==> src/rtl/isa_pkg.sv <==
package isa_pkg;

	localparam int XLEN = 32;         // data and pc width
	localparam int MULDIV_STEPS = 32; // iterations per mul or div

	// instruction opcode, bits 31..27
	typedef enum logic [4:0] {
		OP_RTYPE = 5'd0,
		OP_J     = 5'd1,
		OP_BNE   = 5'd2,
		OP_JAL   = 5'd3,
		OP_JR    = 5'd4,
		OP_ADDI  = 5'd5,
		OP_BLT   = 5'd6,
		OP_SW    = 5'd7,
		OP_LW    = 5'd8,
		OP_BEQ   = 5'd9,
		OP_SETX  = 5'd21,
		OP_BEX   = 5'd22
	} opcode_e;

	// r-type function field, bits 6..2
	typedef enum logic [4:0] {
		ALU_ADD = 5'd0,
		ALU_SUB = 5'd1,
		ALU_AND = 5'd2,
		ALU_OR  = 5'd3,
		ALU_SLL = 5'd4,
		ALU_SRA = 5'd5,
		ALU_MUL = 5'd6,
		ALU_DIV = 5'd7
	} alu_op_e;

	typedef enum logic [2:0] {
		BR_NONE,
		BR_BNE,
		BR_BLT,
		BR_BEQ,
		BR_BEX,
		BR_JUMP, // j and jal
		BR_JR
	} branch_kind_e;

	// value written to the result on an exception
	localparam logic [2:0] EXC_NONE = 3'd0;
	localparam logic [2:0] EXC_ADD  = 3'd1;
	localparam logic [2:0] EXC_ADDI = 3'd2;
	localparam logic [2:0] EXC_SUB  = 3'd3;
	localparam logic [2:0] EXC_MUL  = 3'd4;
	localparam logic [2:0] EXC_DIV  = 3'd5;

endpackage

==> src/rtl/insn_decode.sv <==
`timescale 1ns/100ps

module insn_decode (
	input  logic [isa_pkg::XLEN-1:0] i_insn,
	output isa_pkg::alu_op_e         o_alu_op,
	output logic                     o_use_imm,
	output logic                     o_zero_b,
	output isa_pkg::branch_kind_e    o_branch_kind,
	output logic                     o_link,
	output logic                     o_setx,
	output logic                     o_is_muldiv,
	output logic [2:0]               o_exc_code
);
	import isa_pkg::*;

	opcode_e opcode;
	alu_op_e func;

	assign opcode = opcode_e'(i_insn[31:27]);
	assign func = alu_op_e'(i_insn[6:2]);

	always_comb begin
		o_alu_op = ALU_ADD;
		o_use_imm = 1'b0;
		o_zero_b = 1'b0;
		o_branch_kind = BR_NONE;
		o_link = 1'b0;
		o_setx = 1'b0;
		o_is_muldiv = 1'b0;
		o_exc_code = EXC_NONE;
		case (opcode)
			OP_RTYPE: begin
				o_alu_op = func; // function field straight through
				o_is_muldiv = (func == ALU_MUL) || (func == ALU_DIV);
				case (func)
					ALU_ADD: o_exc_code = EXC_ADD;
					ALU_SUB: o_exc_code = EXC_SUB;
					ALU_MUL: o_exc_code = EXC_MUL;
					ALU_DIV: o_exc_code = EXC_DIV;
					default: o_exc_code = EXC_NONE;
				endcase
			end
			OP_ADDI: begin
				o_use_imm = 1'b1;
				o_exc_code = EXC_ADDI;
			end
			OP_LW, OP_SW: o_use_imm = 1'b1; // address is rs + imm
			OP_BNE: begin
				o_alu_op = ALU_SUB;
				o_branch_kind = BR_BNE;
			end
			OP_BLT: begin
				o_alu_op = ALU_SUB;
				o_branch_kind = BR_BLT;
			end
			OP_BEQ: begin
				o_alu_op = ALU_SUB;
				o_branch_kind = BR_BEQ;
			end
			OP_BEX: begin
				o_alu_op = ALU_SUB;
				o_zero_b = 1'b1; // compare rstatus against zero
				o_branch_kind = BR_BEX;
			end
			OP_J: o_branch_kind = BR_JUMP;
			OP_JAL: begin
				o_branch_kind = BR_JUMP;
				o_link = 1'b1;
			end
			OP_JR: o_branch_kind = BR_JR;
			OP_SETX: o_setx = 1'b1;
			default: ;
		endcase
	end

endmodule

==> src/rtl/alu.sv <==
`timescale 1ns/100ps

module alu (
	input  logic [isa_pkg::XLEN-1:0] i_a,
	input  logic [isa_pkg::XLEN-1:0] i_b,
	input  isa_pkg::alu_op_e         i_op,
	input  logic [4:0]               i_shamt,
	output logic [isa_pkg::XLEN-1:0] o_result,
	output logic                     o_overflow,
	output logic                     o_not_equal,
	output logic                     o_less_than
);
	import isa_pkg::*;

	logic [XLEN-1:0] sum;
	logic [XLEN-1:0] diff;
	logic            add_ovf;
	logic            sub_ovf;

	assign sum = i_a + i_b;
	assign diff = i_a - i_b;

	// operands of equal sign, result of the other sign
	assign add_ovf = (i_a[XLEN-1] == i_b[XLEN-1]) && (sum[XLEN-1] != i_a[XLEN-1]);
	assign sub_ovf = (i_a[XLEN-1] != i_b[XLEN-1]) && (diff[XLEN-1] != i_a[XLEN-1]);

	always_comb begin
		case (i_op)
			ALU_ADD: o_result = sum;
			ALU_SUB: o_result = diff;
			ALU_AND: o_result = i_a & i_b;
			ALU_OR:  o_result = i_a | i_b;
			ALU_SLL: o_result = i_a << i_shamt;
			ALU_SRA: o_result = $unsigned($signed(i_a) >>> i_shamt);
			default: o_result = '0; // mul and div come from muldiv
		endcase
	end

	always_comb begin
		case (i_op)
			ALU_ADD: o_overflow = add_ovf;
			ALU_SUB: o_overflow = sub_ovf;
			default: o_overflow = 1'b0;
		endcase
	end

	assign o_not_equal = (i_a != i_b);
	assign o_less_than = ($signed(i_a) < $signed(i_b)); // signed compare

endmodule

==> src/rtl/muldiv.sv <==
`timescale 1ns/100ps

module muldiv (
	input  logic                     clock,
	input  logic                     i_rst_n,
	input  logic                     i_start,
	input  logic                     i_is_div,
	input  logic [isa_pkg::XLEN-1:0] i_a,
	input  logic [isa_pkg::XLEN-1:0] i_b,
	output logic [isa_pkg::XLEN-1:0] o_result,
	output logic                     o_overflow,
	output logic                     o_div_zero,
	output logic                     o_done
);
	import isa_pkg::*;

	logic [$clog2(MULDIV_STEPS)-1:0] step;
	logic                            busy;
	logic                            done_q;
	logic                            is_div_q;
	logic                            neg_q;
	logic                            b_zero_q;
	logic [XLEN-1:0]                 abs_a;
	logic [XLEN-1:0]                 abs_b;
	logic [XLEN-1:0]                 opnd_q;   // multiplicand or divisor
	logic [XLEN-1:0]                 acc;      // upper product or remainder
	logic [XLEN-1:0]                 lo;       // multiplier, then quotient
	logic [XLEN:0]                   add_sum;
	logic [XLEN:0]                   rem_shift;
	logic [2*XLEN-1:0]               prod_s;
	logic [XLEN-1:0]                 quot_s;

	assign abs_a = i_a[XLEN-1] ? -i_a : i_a;
	assign abs_b = i_b[XLEN-1] ? -i_b : i_b;

	assign add_sum = {1'b0, acc} + (lo[0] ? {1'b0, opnd_q} : '0);
	assign rem_shift = {acc, lo[XLEN-1]};

	always_ff @(posedge clock) begin
		if (!i_rst_n) begin
			busy <= 1'b0;
			done_q <= 1'b0;
			step <= '0;
			is_div_q <= 1'b0;
			neg_q <= 1'b0;
			b_zero_q <= 1'b0;
		end else if (i_start) begin
			busy <= 1'b1;
			done_q <= 1'b0;
			step <= '0;
			is_div_q <= i_is_div;
			neg_q <= i_a[XLEN-1] ^ i_b[XLEN-1]; // sign applied at the end
			b_zero_q <= (i_b == '0);
		end else if (busy) begin
			step <= step + 1'b1;
			if (step == $bits(step)'(MULDIV_STEPS - 1)) begin
				busy <= 1'b0;
				done_q <= 1'b1; // held until next start
			end
		end
	end

	always_ff @(posedge clock) begin
		if (i_start) begin
			opnd_q <= i_is_div ? abs_b : abs_a;
			lo <= i_is_div ? abs_a : abs_b;
			acc <= '0;
		end else if (busy) begin
			if (is_div_q) begin
				// restoring step, one quotient bit per cycle
				if (rem_shift >= {1'b0, opnd_q}) begin
					acc <= rem_shift[XLEN-1:0] - opnd_q;
					lo <= {lo[XLEN-2:0], 1'b1};
				end else begin
					acc <= rem_shift[XLEN-1:0];
					lo <= {lo[XLEN-2:0], 1'b0};
				end
			end else begin
				acc <= add_sum[XLEN:1]; // shift-add, product moves right
				lo <= {add_sum[0], lo[XLEN-1:1]};
			end
		end
	end

	assign prod_s = neg_q ? -{acc, lo} : {acc, lo};
	assign quot_s = neg_q ? -lo : lo; // truncates toward zero

	assign o_result = is_div_q ? quot_s : prod_s[XLEN-1:0];
	assign o_overflow = !is_div_q && (prod_s[2*XLEN-1:XLEN] != {XLEN{prod_s[XLEN-1]}});
	assign o_div_zero = is_div_q && b_zero_q;
	assign o_done = done_q;

endmodule

==> src/rtl/stage_execute.sv <==
`timescale 1ns/100ps

module stage_execute (
	input  logic                     clock,
	input  logic                     i_rst_n,
	input  logic                     i_start,
	input  logic [isa_pkg::XLEN-1:0] i_insn,
	input  logic [isa_pkg::XLEN-1:0] i_operand_a,
	input  logic [isa_pkg::XLEN-1:0] i_operand_b,
	input  logic [isa_pkg::XLEN-1:0] i_pc,
	input  logic                     i_mx_bypass_a,
	input  logic                     i_wx_bypass_a,
	input  logic                     i_mx_bypass_b,
	input  logic                     i_wx_bypass_b,
	input  logic [isa_pkg::XLEN-1:0] i_xm_value,
	input  logic [isa_pkg::XLEN-1:0] i_wb_value,
	input  isa_pkg::alu_op_e         i_alu_op,
	input  logic                     i_use_imm,
	input  logic                     i_zero_b,
	input  isa_pkg::branch_kind_e    i_branch_kind,
	input  logic                     i_link,
	input  logic                     i_setx,
	input  logic                     i_is_muldiv,
	input  logic [2:0]               i_exc_code,
	output logic                     o_done,
	output logic [isa_pkg::XLEN-1:0] o_result,
	output logic [isa_pkg::XLEN-1:0] o_b_value,
	output logic                     o_write_exception,
	output logic [isa_pkg::XLEN-1:0] o_next_pc,
	output logic                     o_taken
);
	import isa_pkg::*;

	logic [XLEN-1:0] fwd_a;
	logic [XLEN-1:0] fwd_b;
	logic [XLEN-1:0] imm_ext;
	logic [XLEN-1:0] alu_b;
	logic [XLEN-1:0] jump_target;
	logic [XLEN-1:0] pc_branch;
	logic [XLEN-1:0] branch_target;
	logic [XLEN-1:0] alu_result;
	logic [XLEN-1:0] md_result;
	logic            alu_ovf;
	logic            not_equal;
	logic            less_than;
	logic            md_ovf;
	logic            md_div_zero;
	logic            md_done;
	logic            exc_raised;

	// mx beats wx beats the register file
	assign fwd_a = i_mx_bypass_a ? i_xm_value : (i_wx_bypass_a ? i_wb_value : i_operand_a);
	assign fwd_b = i_mx_bypass_b ? i_xm_value : (i_wx_bypass_b ? i_wb_value : i_operand_b);

	assign imm_ext = {{(XLEN-17){i_insn[16]}}, i_insn[16:0]};
	assign alu_b = i_use_imm ? imm_ext : (i_zero_b ? '0 : fwd_b);

	assign jump_target = {i_pc[XLEN-1:XLEN-5], i_insn[26:0]};
	assign pc_branch = i_pc + imm_ext; // i_pc already holds pc+1

	alu u_alu (
		.i_a         (fwd_a),
		.i_b         (alu_b),
		.i_op        (i_alu_op),
		.i_shamt     (i_insn[11:7]),
		.o_result    (alu_result),
		.o_overflow  (alu_ovf),
		.o_not_equal (not_equal),
		.o_less_than (less_than)
	);

	muldiv u_muldiv (
		.clock      (clock),
		.i_rst_n    (i_rst_n),
		.i_start    (i_start && i_is_muldiv),
		.i_is_div   (i_alu_op == ALU_DIV),
		.i_a        (fwd_a),
		.i_b        (fwd_b),
		.o_result   (md_result),
		.o_overflow (md_ovf),
		.o_div_zero (md_div_zero),
		.o_done     (md_done)
	);

	always_comb begin
		o_taken = 1'b0;
		branch_target = jump_target;
		case (i_branch_kind)
			BR_BNE: begin
				o_taken = not_equal;
				branch_target = pc_branch;
			end
			BR_BLT: begin
				o_taken = not_equal && !less_than; // a is rs, b is rd
				branch_target = pc_branch;
			end
			BR_BEQ: begin
				o_taken = !not_equal;
				branch_target = pc_branch;
			end
			BR_BEX: o_taken = not_equal; // rstatus != 0
			BR_JUMP: o_taken = 1'b1;
			BR_JR: begin
				o_taken = 1'b1;
				branch_target = fwd_b;
			end
			default: ;
		endcase
	end

	assign o_next_pc = o_taken ? branch_target : '0;

	assign exc_raised = i_is_muldiv ? (md_ovf || md_div_zero) : alu_ovf;
	assign o_write_exception = exc_raised && (i_exc_code != EXC_NONE);

	always_comb begin
		if (i_link)
			o_result = i_pc;
		else if (o_write_exception)
			o_result = {{(XLEN-3){1'b0}}, i_exc_code};
		else if (i_setx)
			o_result = jump_target;
		else if (i_is_muldiv)
			o_result = md_result;
		else
			o_result = alu_result;
	end

	assign o_b_value = fwd_b; // store data
	assign o_done = i_is_muldiv ? md_done : 1'b1;

endmodule

==> src/rtl/result_handshake.sv <==
`timescale 1ns/100ps

module result_handshake (
	input  logic                     clock,
	input  logic                     i_rst_n,
	input  logic                     i_req,
	output logic                     o_ack,
	output logic                     o_start,
	input  logic                     i_done,
	input  logic [isa_pkg::XLEN-1:0] i_result,
	input  logic [isa_pkg::XLEN-1:0] i_b_value,
	input  logic                     i_write_exception,
	input  logic [isa_pkg::XLEN-1:0] i_next_pc,
	input  logic                     i_taken,
	output logic [isa_pkg::XLEN-1:0] o_result,
	output logic [isa_pkg::XLEN-1:0] o_b_value,
	output logic                     o_write_exception,
	output logic [isa_pkg::XLEN-1:0] o_next_pc,
	output logic                     o_taken
);

	typedef enum logic [1:0] {
		IDLE,
		BUSY,
		ACK
	} state_e;

	state_e state;

	always_ff @(posedge clock) begin
		if (!i_rst_n) begin
			state <= IDLE;
			o_ack <= 1'b0;
			o_start <= 1'b0;
			o_result <= '0;
			o_b_value <= '0;
			o_write_exception <= 1'b0;
			o_next_pc <= '0;
			o_taken <= 1'b0;
		end else begin
			o_start <= 1'b0; // single cycle pulse
			case (state)
				IDLE: begin
					if (i_req) begin
						state <= BUSY;
						o_start <= 1'b1;
					end
				end
				BUSY: begin
					// done from the previous op is still up during the start cycle
					if (!o_start && i_done) begin
						o_result <= i_result;
						o_b_value <= i_b_value;
						o_write_exception <= i_write_exception;
						o_next_pc <= i_next_pc;
						o_taken <= i_taken;
						o_ack <= 1'b1;
						state <= ACK;
					end
				end
				ACK: begin
					if (!i_req) begin // requester released
						o_ack <= 1'b0;
						state <= IDLE;
					end
				end
				default: state <= IDLE;
			endcase
		end
	end

endmodule

==> src/rtl/exec_unit_top.sv <==
`timescale 1ns/100ps

module exec_unit_top (
	input  logic                     clock,
	input  logic                     i_rst_n,
	input  logic                     i_req,
	input  logic [isa_pkg::XLEN-1:0] i_insn,
	input  logic [isa_pkg::XLEN-1:0] i_operand_a,
	input  logic [isa_pkg::XLEN-1:0] i_operand_b,
	input  logic [isa_pkg::XLEN-1:0] i_pc,
	input  logic                     i_mx_bypass_a,
	input  logic                     i_wx_bypass_a,
	input  logic                     i_mx_bypass_b,
	input  logic                     i_wx_bypass_b,
	input  logic [isa_pkg::XLEN-1:0] i_xm_value,
	input  logic [isa_pkg::XLEN-1:0] i_wb_value,
	output logic                     o_ack,
	output logic [isa_pkg::XLEN-1:0] o_result,
	output logic [isa_pkg::XLEN-1:0] o_b_value,
	output logic                     o_write_exception,
	output logic [isa_pkg::XLEN-1:0] o_next_pc,
	output logic                     o_taken
);
	import isa_pkg::*;

	alu_op_e         alu_op;
	branch_kind_e    branch_kind;
	logic            use_imm;
	logic            zero_b;
	logic            link;
	logic            setx;
	logic            is_muldiv;
	logic [2:0]      exc_code;
	logic            start;
	logic            done;
	logic [XLEN-1:0] ex_result;
	logic [XLEN-1:0] ex_b_value;
	logic            ex_write_exception;
	logic [XLEN-1:0] ex_next_pc;
	logic            ex_taken;

	insn_decode u_decode (
		.i_insn        (i_insn),
		.o_alu_op      (alu_op),
		.o_use_imm     (use_imm),
		.o_zero_b      (zero_b),
		.o_branch_kind (branch_kind),
		.o_link        (link),
		.o_setx        (setx),
		.o_is_muldiv   (is_muldiv),
		.o_exc_code    (exc_code)
	);

	stage_execute u_execute (
		.clock             (clock),
		.i_rst_n           (i_rst_n),
		.i_start           (start),
		.i_insn            (i_insn),
		.i_operand_a       (i_operand_a),
		.i_operand_b       (i_operand_b),
		.i_pc              (i_pc),
		.i_mx_bypass_a     (i_mx_bypass_a),
		.i_wx_bypass_a     (i_wx_bypass_a),
		.i_mx_bypass_b     (i_mx_bypass_b),
		.i_wx_bypass_b     (i_wx_bypass_b),
		.i_xm_value        (i_xm_value),
		.i_wb_value        (i_wb_value),
		.i_alu_op          (alu_op),
		.i_use_imm         (use_imm),
		.i_zero_b          (zero_b),
		.i_branch_kind     (branch_kind),
		.i_link            (link),
		.i_setx            (setx),
		.i_is_muldiv       (is_muldiv),
		.i_exc_code        (exc_code),
		.o_done            (done),
		.o_result          (ex_result),
		.o_b_value         (ex_b_value),
		.o_write_exception (ex_write_exception),
		.o_next_pc         (ex_next_pc),
		.o_taken           (ex_taken)
	);

	result_handshake u_result (
		.clock             (clock),
		.i_rst_n           (i_rst_n),
		.i_req             (i_req),
		.o_ack             (o_ack),
		.o_start           (start),
		.i_done            (done),
		.i_result          (ex_result),
		.i_b_value         (ex_b_value),
		.i_write_exception (ex_write_exception),
		.i_next_pc         (ex_next_pc),
		.i_taken           (ex_taken),
		.o_result          (o_result),
		.o_b_value         (o_b_value),
		.o_write_exception (o_write_exception),
		.o_next_pc         (o_next_pc),
		.o_taken           (o_taken)
	);

endmodule

==> config.mk <==
export PLATFORM = sky130hd
export DESIGN_NAME = exec_unit_top
export DESIGN_NICKNAME = d
export VERILOG_FILES = /design/src/rtl/isa_pkg.sv /design/src/rtl/insn_decode.sv /design/src/rtl/alu.sv /design/src/rtl/muldiv.sv /design/src/rtl/stage_execute.sv /design/src/rtl/result_handshake.sv /design/src/rtl/exec_unit_top.sv
export SDC_FILE = /design/constraint.sdc
export NUM_CORES = 2
export LEC_CHECK = 0
export BUFFER_PORTS_ARGS = -buffer_cell sky130_fd_sc_hd__buf_2
export CORE_MARGIN = 1.5
export CORE_UTILIZATION = 42
export CTS_CLUSTER_DIAMETER = 40
export DETAILED_ROUTE_END_ITERATION = 12
export GPL_TIMING_DRIVEN = 0
export SLEW_MARGIN = 10
export SYNTH_ARGS = -nofsm -noshare
export SYNTH_HDL_FRONTEND = slang
export SYNTH_SLANG_ARGS = --single-unit
==> constraint.sdc <==
create_clock -name clock -period 5.77 [get_ports clock]
set_input_delay 0 -clock clock [delete_from_list [all_inputs] [get_ports clock]]
set_output_delay 0 -clock clock [all_outputs]
set_load 0.05 [all_outputs]
=== Word-level counts from Yosys, hierarchy flattened ===
Index checks and enable logic that the tools add are counted.

* Add/subtract/negate cells: 10
* Multipliers: 0
* Div/mod/pow operators: 0
* Magnitude comparators: 2
* Eq/ne operators: 38
* Shift operators: 2
* Multiplexer cells: 51
* Bitwise logic cells: 4
* Reductions and logical operators: 34

{| class="wikitable"
|+ Operator list
! operator !! number
|-
| 32-bit two-way mux || 23
|-
| 32-bit one-hot mux with 6 select lines || 1
|-
| 32-bit negation || 3
|-
| 32-bit adder || 2
|-
| 64-bit two-way mux || 1
|-
| 32-bit inequality test || 2
|-
| 64-bit negation || 1
|-
| 32-bit one-hot mux with 2 select lines || 1
|-
| 32-bit subtractor || 2
|-
| 5-bit by 3-bit == test with 1-bit output (second input constant) || 9
|-
| 32-bit by 32-bit adder with 33-bit output || 1
|-
| 33-bit by 32-bit >= comparator with 1-bit output || 1
|-
| 32-bit bitwise AND || 1
|-
| 32-bit zero test || 1
|-
| 32-bit < comparator || 1
|-
| 32-bit bitwise OR || 1
|-
| 32-bit by 5-bit << shifter with 32-bit output || 1
|-
| 32-bit by 5-bit >>> shifter with 32-bit output || 1
|-
| 5-bit by 2-bit == test with 1-bit output (second input constant) || 4
|-
| 3-bit one-hot mux with 6 select lines || 1
|-
| 5-bit by 1-bit == test with 1-bit output (second input constant) || 3
|-
| 5-bit == test (second input constant) || 3
|-
| 5-bit zero test || 3
|-
| 1-bit two-way mux || 14
|-
| other kinds (31) || 60
|}

* Register bits after elaboration: 208
* Latch bits: 0
* Bits in writable memories: 0
* ROM bits: 0
* Output and inout port bits: 99
* Memories: 0

=== Longest topological paths before layout ===
* Depth in word-level cells: 12
* Mapped depth: 23
* Mapped depth without buffers: 19

=== Modules after synthesis ===
Synthesis repeated with hierarchy kept, for this count alone.

* Cell total of the unflattened synthesis: 4,100
* Area, all modules: 30,239.0 um2

{| class="wikitable"
|+ Modules (own cells, without submodules)
! module !! instances !! cells each !! area each (um2) !! sequential area each (um2)
|-
| muldiv || 1 || 1,538 || 11,944.0 || 2,762.6
|-
| alu || 1 || 1,254 || 8,809.7 || 0.0
|-
| stage_execute || 1 || 826 || 5,074.9 || 0.0
|-
| result_handshake || 1 || 439 || 4,152.7 || 2,042.0
|-
| insn_decode || 1 || 43 || 257.7 || 0.0
|}

=== Least setup slack after synthesis ===
Ideal clock, no wire load.

* Path kind: input-to-reg
* Start: input port i_insn[8] in the netlist's numbering
* End: register u_result.o_result[20] in the netlist's numbering
* Setup time: 0.070 ns
* Data arrival time: 4.928 ns
* Data required time: 5.700 ns
* Slack: 0.772 ns
* Stages on the path: 19
* Buffers on the path: 5
* Path through: clkbuf_1 clkbuf_1 buf_1 clkbuf_1 mux2i_1 nor2_1 inv_1 ha_1 clkbuf_1 or4_1 a211oi_1 o21a_1 o211ai_1 and2_1 o311ai_0 o211ai_1 a21o_1 or4_1 a21oi_1

* Word-level cells in the longest chain between the ends: 9
* Elaborated cells between the ends (all ways): 17

{| class="wikitable"
|+ Ends and longest elaborated chain
! item !! RTL line !! RTL
|-
| from (decl) || exec_unit_top.sv:7 || <nowiki>input logic [isa_pkg::XLEN-1:0] i_insn,</nowiki>
|-
| 32-bit two-way mux || stage_execute.sv:56 || <nowiki>assign alu_b = i_use_imm ? imm_ext : (i_zero_b ? '0 : fwd_b);</nowiki>
|-
| 32-bit subtractor or 32-bit adder (tied branches) || alu.sv:21, alu.sv:20 ||
|-
| 1-bit inequality test, on equally long branches || alu.sv:25, alu.sv:24 ||
|-
| 1-bit logical AND, on equally long branches || alu.sv:25, alu.sv:24 ||
|-
| 1-bit one-hot mux with 2 select lines || alu.sv:40 || <nowiki>case (i_op)</nowiki>
|-
| 1-bit two-way mux || stage_execute.sv:113 || <nowiki>assign exc_raised = i_is_muldiv ? (md_ovf || md_div_zero) : alu_ovf;</nowiki>
|-
| 1-bit logical AND || stage_execute.sv:114 || <nowiki>assign o_write_exception = exc_raised && (i_exc_code != EXC_NONE);</nowiki>
|-
| 32-bit two-way mux (*) || stage_execute.sv:119 || <nowiki>else if (o_write_exception)</nowiki>
|-
| 32-bit two-way mux (*) || stage_execute.sv:117 || <nowiki>if (i_link)</nowiki>
|-
| to (signal assigned) || result_handshake.sv:52 || <nowiki>o_result <= i_result;</nowiki>
|-
| to (decl) || result_handshake.sv:15 || <nowiki>output logic [isa_pkg::XLEN-1:0] o_result,</nowiki>
|}

Every way passes the cells marked *; elsewhere a longest branch is shown, timed or not.
A chain may end at the register's enable or synchronous reset.

=== Final worst setup path ===
* Start: input port i_insn[8] in the netlist's numbering
* End: register u_result.o_result[25] in the netlist's numbering

Same word-level chain as after synthesis.

==> impl_results.md <==
- Status: complete, but fails checks
- Violated checks: negative hold slack, max-capacitance violations, max-slew violations, negative setup slack
- Final Hold Fails: 1
- Die height: 265 um
- Final Cycle Share: 1.02
- # setup viols final: 6
- Synth top area cells: dfxtp_1 10%, ha_1 9.1%, a21oi_1 7.5%, mux2i_1 7.5%, edfxtp_1 6.7%
- Post-DRT Antenna Nets: 0
- Seq pwr share: 0.202
- CTS Buf Count: 43
- CP Cell Sequence: buf_2, clkinv_1, buf_1, clkbuf_1, clkbuf_1, and2_1, a2111oi_0, o21ai_0, nor3_1, o21ai_0, nand4_1, a31oi_1
- Vias in the first global route: 33981
- Port bufs: 292
- Drt pass-1 iters: 7
- GPL Wtd Cong: 1.16
- Root Driver: clkbuf_16
- Clk Latency, worst-skew pair: 600 ps
- Core Footprint: 67600 um2
- Most frequent cell after synthesis: a21oi_1
- Grt total ovfl: 0
- Tot GR Track Use: 0.521
- Area growth from synthesis to layout: 18.3%
- Mean Syn Cell Area: 7.26 um2
- Top delay family on crit path: buffers and inverters
- Fmax: 169 MHz
- Post-synth top cells: 435 x a21oi_1, 433 x nor2_1, 326 x nand2_1, 290 x o21ai_0, 238 x clkbuf_1
- Cell taking the most area after synthesis: dfxtp_1
- Die width: 265 um
- Pwr/cell area: 252 nW/um2
- Number of synthesized flops with an enable pin: 64
- # fillers: 6905
- Iteration-0 DRC Markers: 5538
- I/O Pins: 298
- Switch Pwr: 4.13 mW
- FF+latch count, synth: 208
- Min Hold Slack: -6.03 ps
- Die Area: 70300 um2
- H-tree Lvls: 2
- Clock Skews: 30.1 ps
- Slew Viols, Final: 19
- # rows: 95
- Syn. warnings: 0
- Sequential area share after synthesis: 0.167
- Synth cell types: 86
- Initial Util: 0.427
- Tmin final: 5910 ps
- Inst Count DP: 5157
- Drt drc: 0
- DR vias: 36625
- Share of flip-flops with an asynchronous set or reset after synthesis: 0
- Avg WL per Cell: 35.9 um
- Final Util: 0.505
- Crit path buffers/inverters: 5
- Clock Power Share: 0.302
- Internal power: 4.46 mW
- CTS tree: built
- CP peak stage delay: 900 ps
- Comb pwr share: 0.497
- Slew @ Worst Pin: 1500 ps
- Largest net degree at the start of global routing: 34
- DP Wirelength: 151000 um
- First-pass GRT wire length: 258000 um
- CTS max path bufs: 3
- Total power: 8.59 mW
- Final WL: 190000 um
- Post-Syn Nets: 4385
- Final worst slack: -140 ps
- Reg clk slew, reported paths: 50 ps
- Dpl cell area: 31700 um2
- Cell count after synthesis: 3972
- Initial antenna violation count: 7
- VDD IR max: 0.209 mV
- Fin cells: 5294
- CP Data Required Time: 6210 ps
- Max Cap Viol: 3
- Worst path arrival time: 6350 ps
- RSZ-0062 raised after global routing: true
- Via/cell ratio: 6.92
- Switching part of the total power: 0.481
- Mapped cell area: 28900 um2
- Rel. slew slack: -0.0289
- Clock sink total: 208
- Hold Path Class: primary input to register
- CP endpoint kind: register
- CP Max Fanout: 17
- Critical path type: primary input to register
- Critical path's slowest cell: clkinv_1
- Ratio of cells with drive above 1 in the final layout: 0.145
- Post-synth top area share: 0.0999
- Post-synth top flop: dfxtp_1
- Layout Nets: 4795
- Pleak: 14.1 nW
- Post-route cell area: 34100 um2
- CP Launch Type: primary input
power by group through the flow:
stage                     registers, mW  logic (mW)  clock network, mW
after floorplan                    1.86        2.24                  0
after global placement             1.75        3.89                  0
after detailed placement           1.75        3.91                  0
after CTS                          1.72        3.98               2.58
after global routing               1.73        4.36               2.64
final                              1.73        4.27               2.59
worst paths after layout:
path,startpoint,to,slack [ps],cells past startpoint
min reg2reg,u_result.o_b_value[17],u_result.o_b_value[17],460,2
min,i_pc[2],u_result.o_result[2],-6,4
max reg2reg,u_execute.u_muldiv.lo[0],u_result.o_result[28],20,17
max,i_insn[8],u_result.o_result[25],-140,12
repair_timing:
item	CTS	global route
resized for setup	69	50
hold buffers	53	1
endpoints found under the hold margin	60	1
endpoints found under the setup margin	78	74
pin swaps	1	0
setup buffers	5	1
stage by stage:
step	setup TNS (ps)	worst slack (ps)
CTS	0	5.55
global placement	-233940	-2990
finish	-299	-140
floorplan	0	772
detailed placement	-146060	-2360
global route	-47.4	-47.4
cell usage in the layout (no fill, tap or decap), drive strengths merged, types with 64 or more instances in the layout:
cell type and n:
nand3 68, dfxtp 144, buf 355, edfxtp 64, ha 209, nor2 433, mux2i 216, nor3 94
nand2 326, o21ai 308, clkbuf 280, xnor2 148, a21oi 435, inv 203
cells by family after synthesis:
family,Yosys count,synth area share
fa+ha+maj,214,0.0941
buf+inv,469,0.0616
mux,299,0.121
flops,208,0.167
xor+xnor,209,0.0634
compound gates,1336,0.295
simple gates,1237,0.199
flip-flops by register name (all words and copies together), names as in the netlist, 2 cells and up:
name and cells:
u_execute.u_muldiv.acc 32, u_result.o_result 32, u_execute.u_muldiv.opnd_q 32, u_result.state 2, u_result.o_next_pc 32, u_execute.u_muldiv.lo 32
u_execute.u_muldiv.step 5, u_result.o_b_value 32
layout make-up:
type / instances / area [um2] / area share
Multi-Input combinational cell: 3295 / 22600 / 0.663
Sequential cell: 208 / 4800 / 0.141
Timing Repair Buffer: 372 / 2280 / 0.0669
Buffer: 272 / 1130 / 0.0330
Clock buffer: 46 / 1100 / 0.0321
Tap cell: 873 / 1090 / 0.0320
Inverter: 190 / 713 / 0.0209
Clock inverter: 34 / 394 / 0.0115
Antenna cell: 4 / 10.0 / 0.000293
worst min-delay path, cell delays in order:
cell and delay [ps]:
buf_2 120, or3_1 110, o21ai_0 70, a311oi_1 230
layer usage:
metal | vias to the layer above | track usage | wire length [um]
li1 | 15522 | - | -
met1 | 17373 | 0.582 | 66300
met2 | 2861 | 0.778 | 78600
met3 | 857 | 0.198 | 24600
met4 | 12 | 0.450 | 20200
met5 | - | 0 | 80
(Power assumes the default switching activity.)
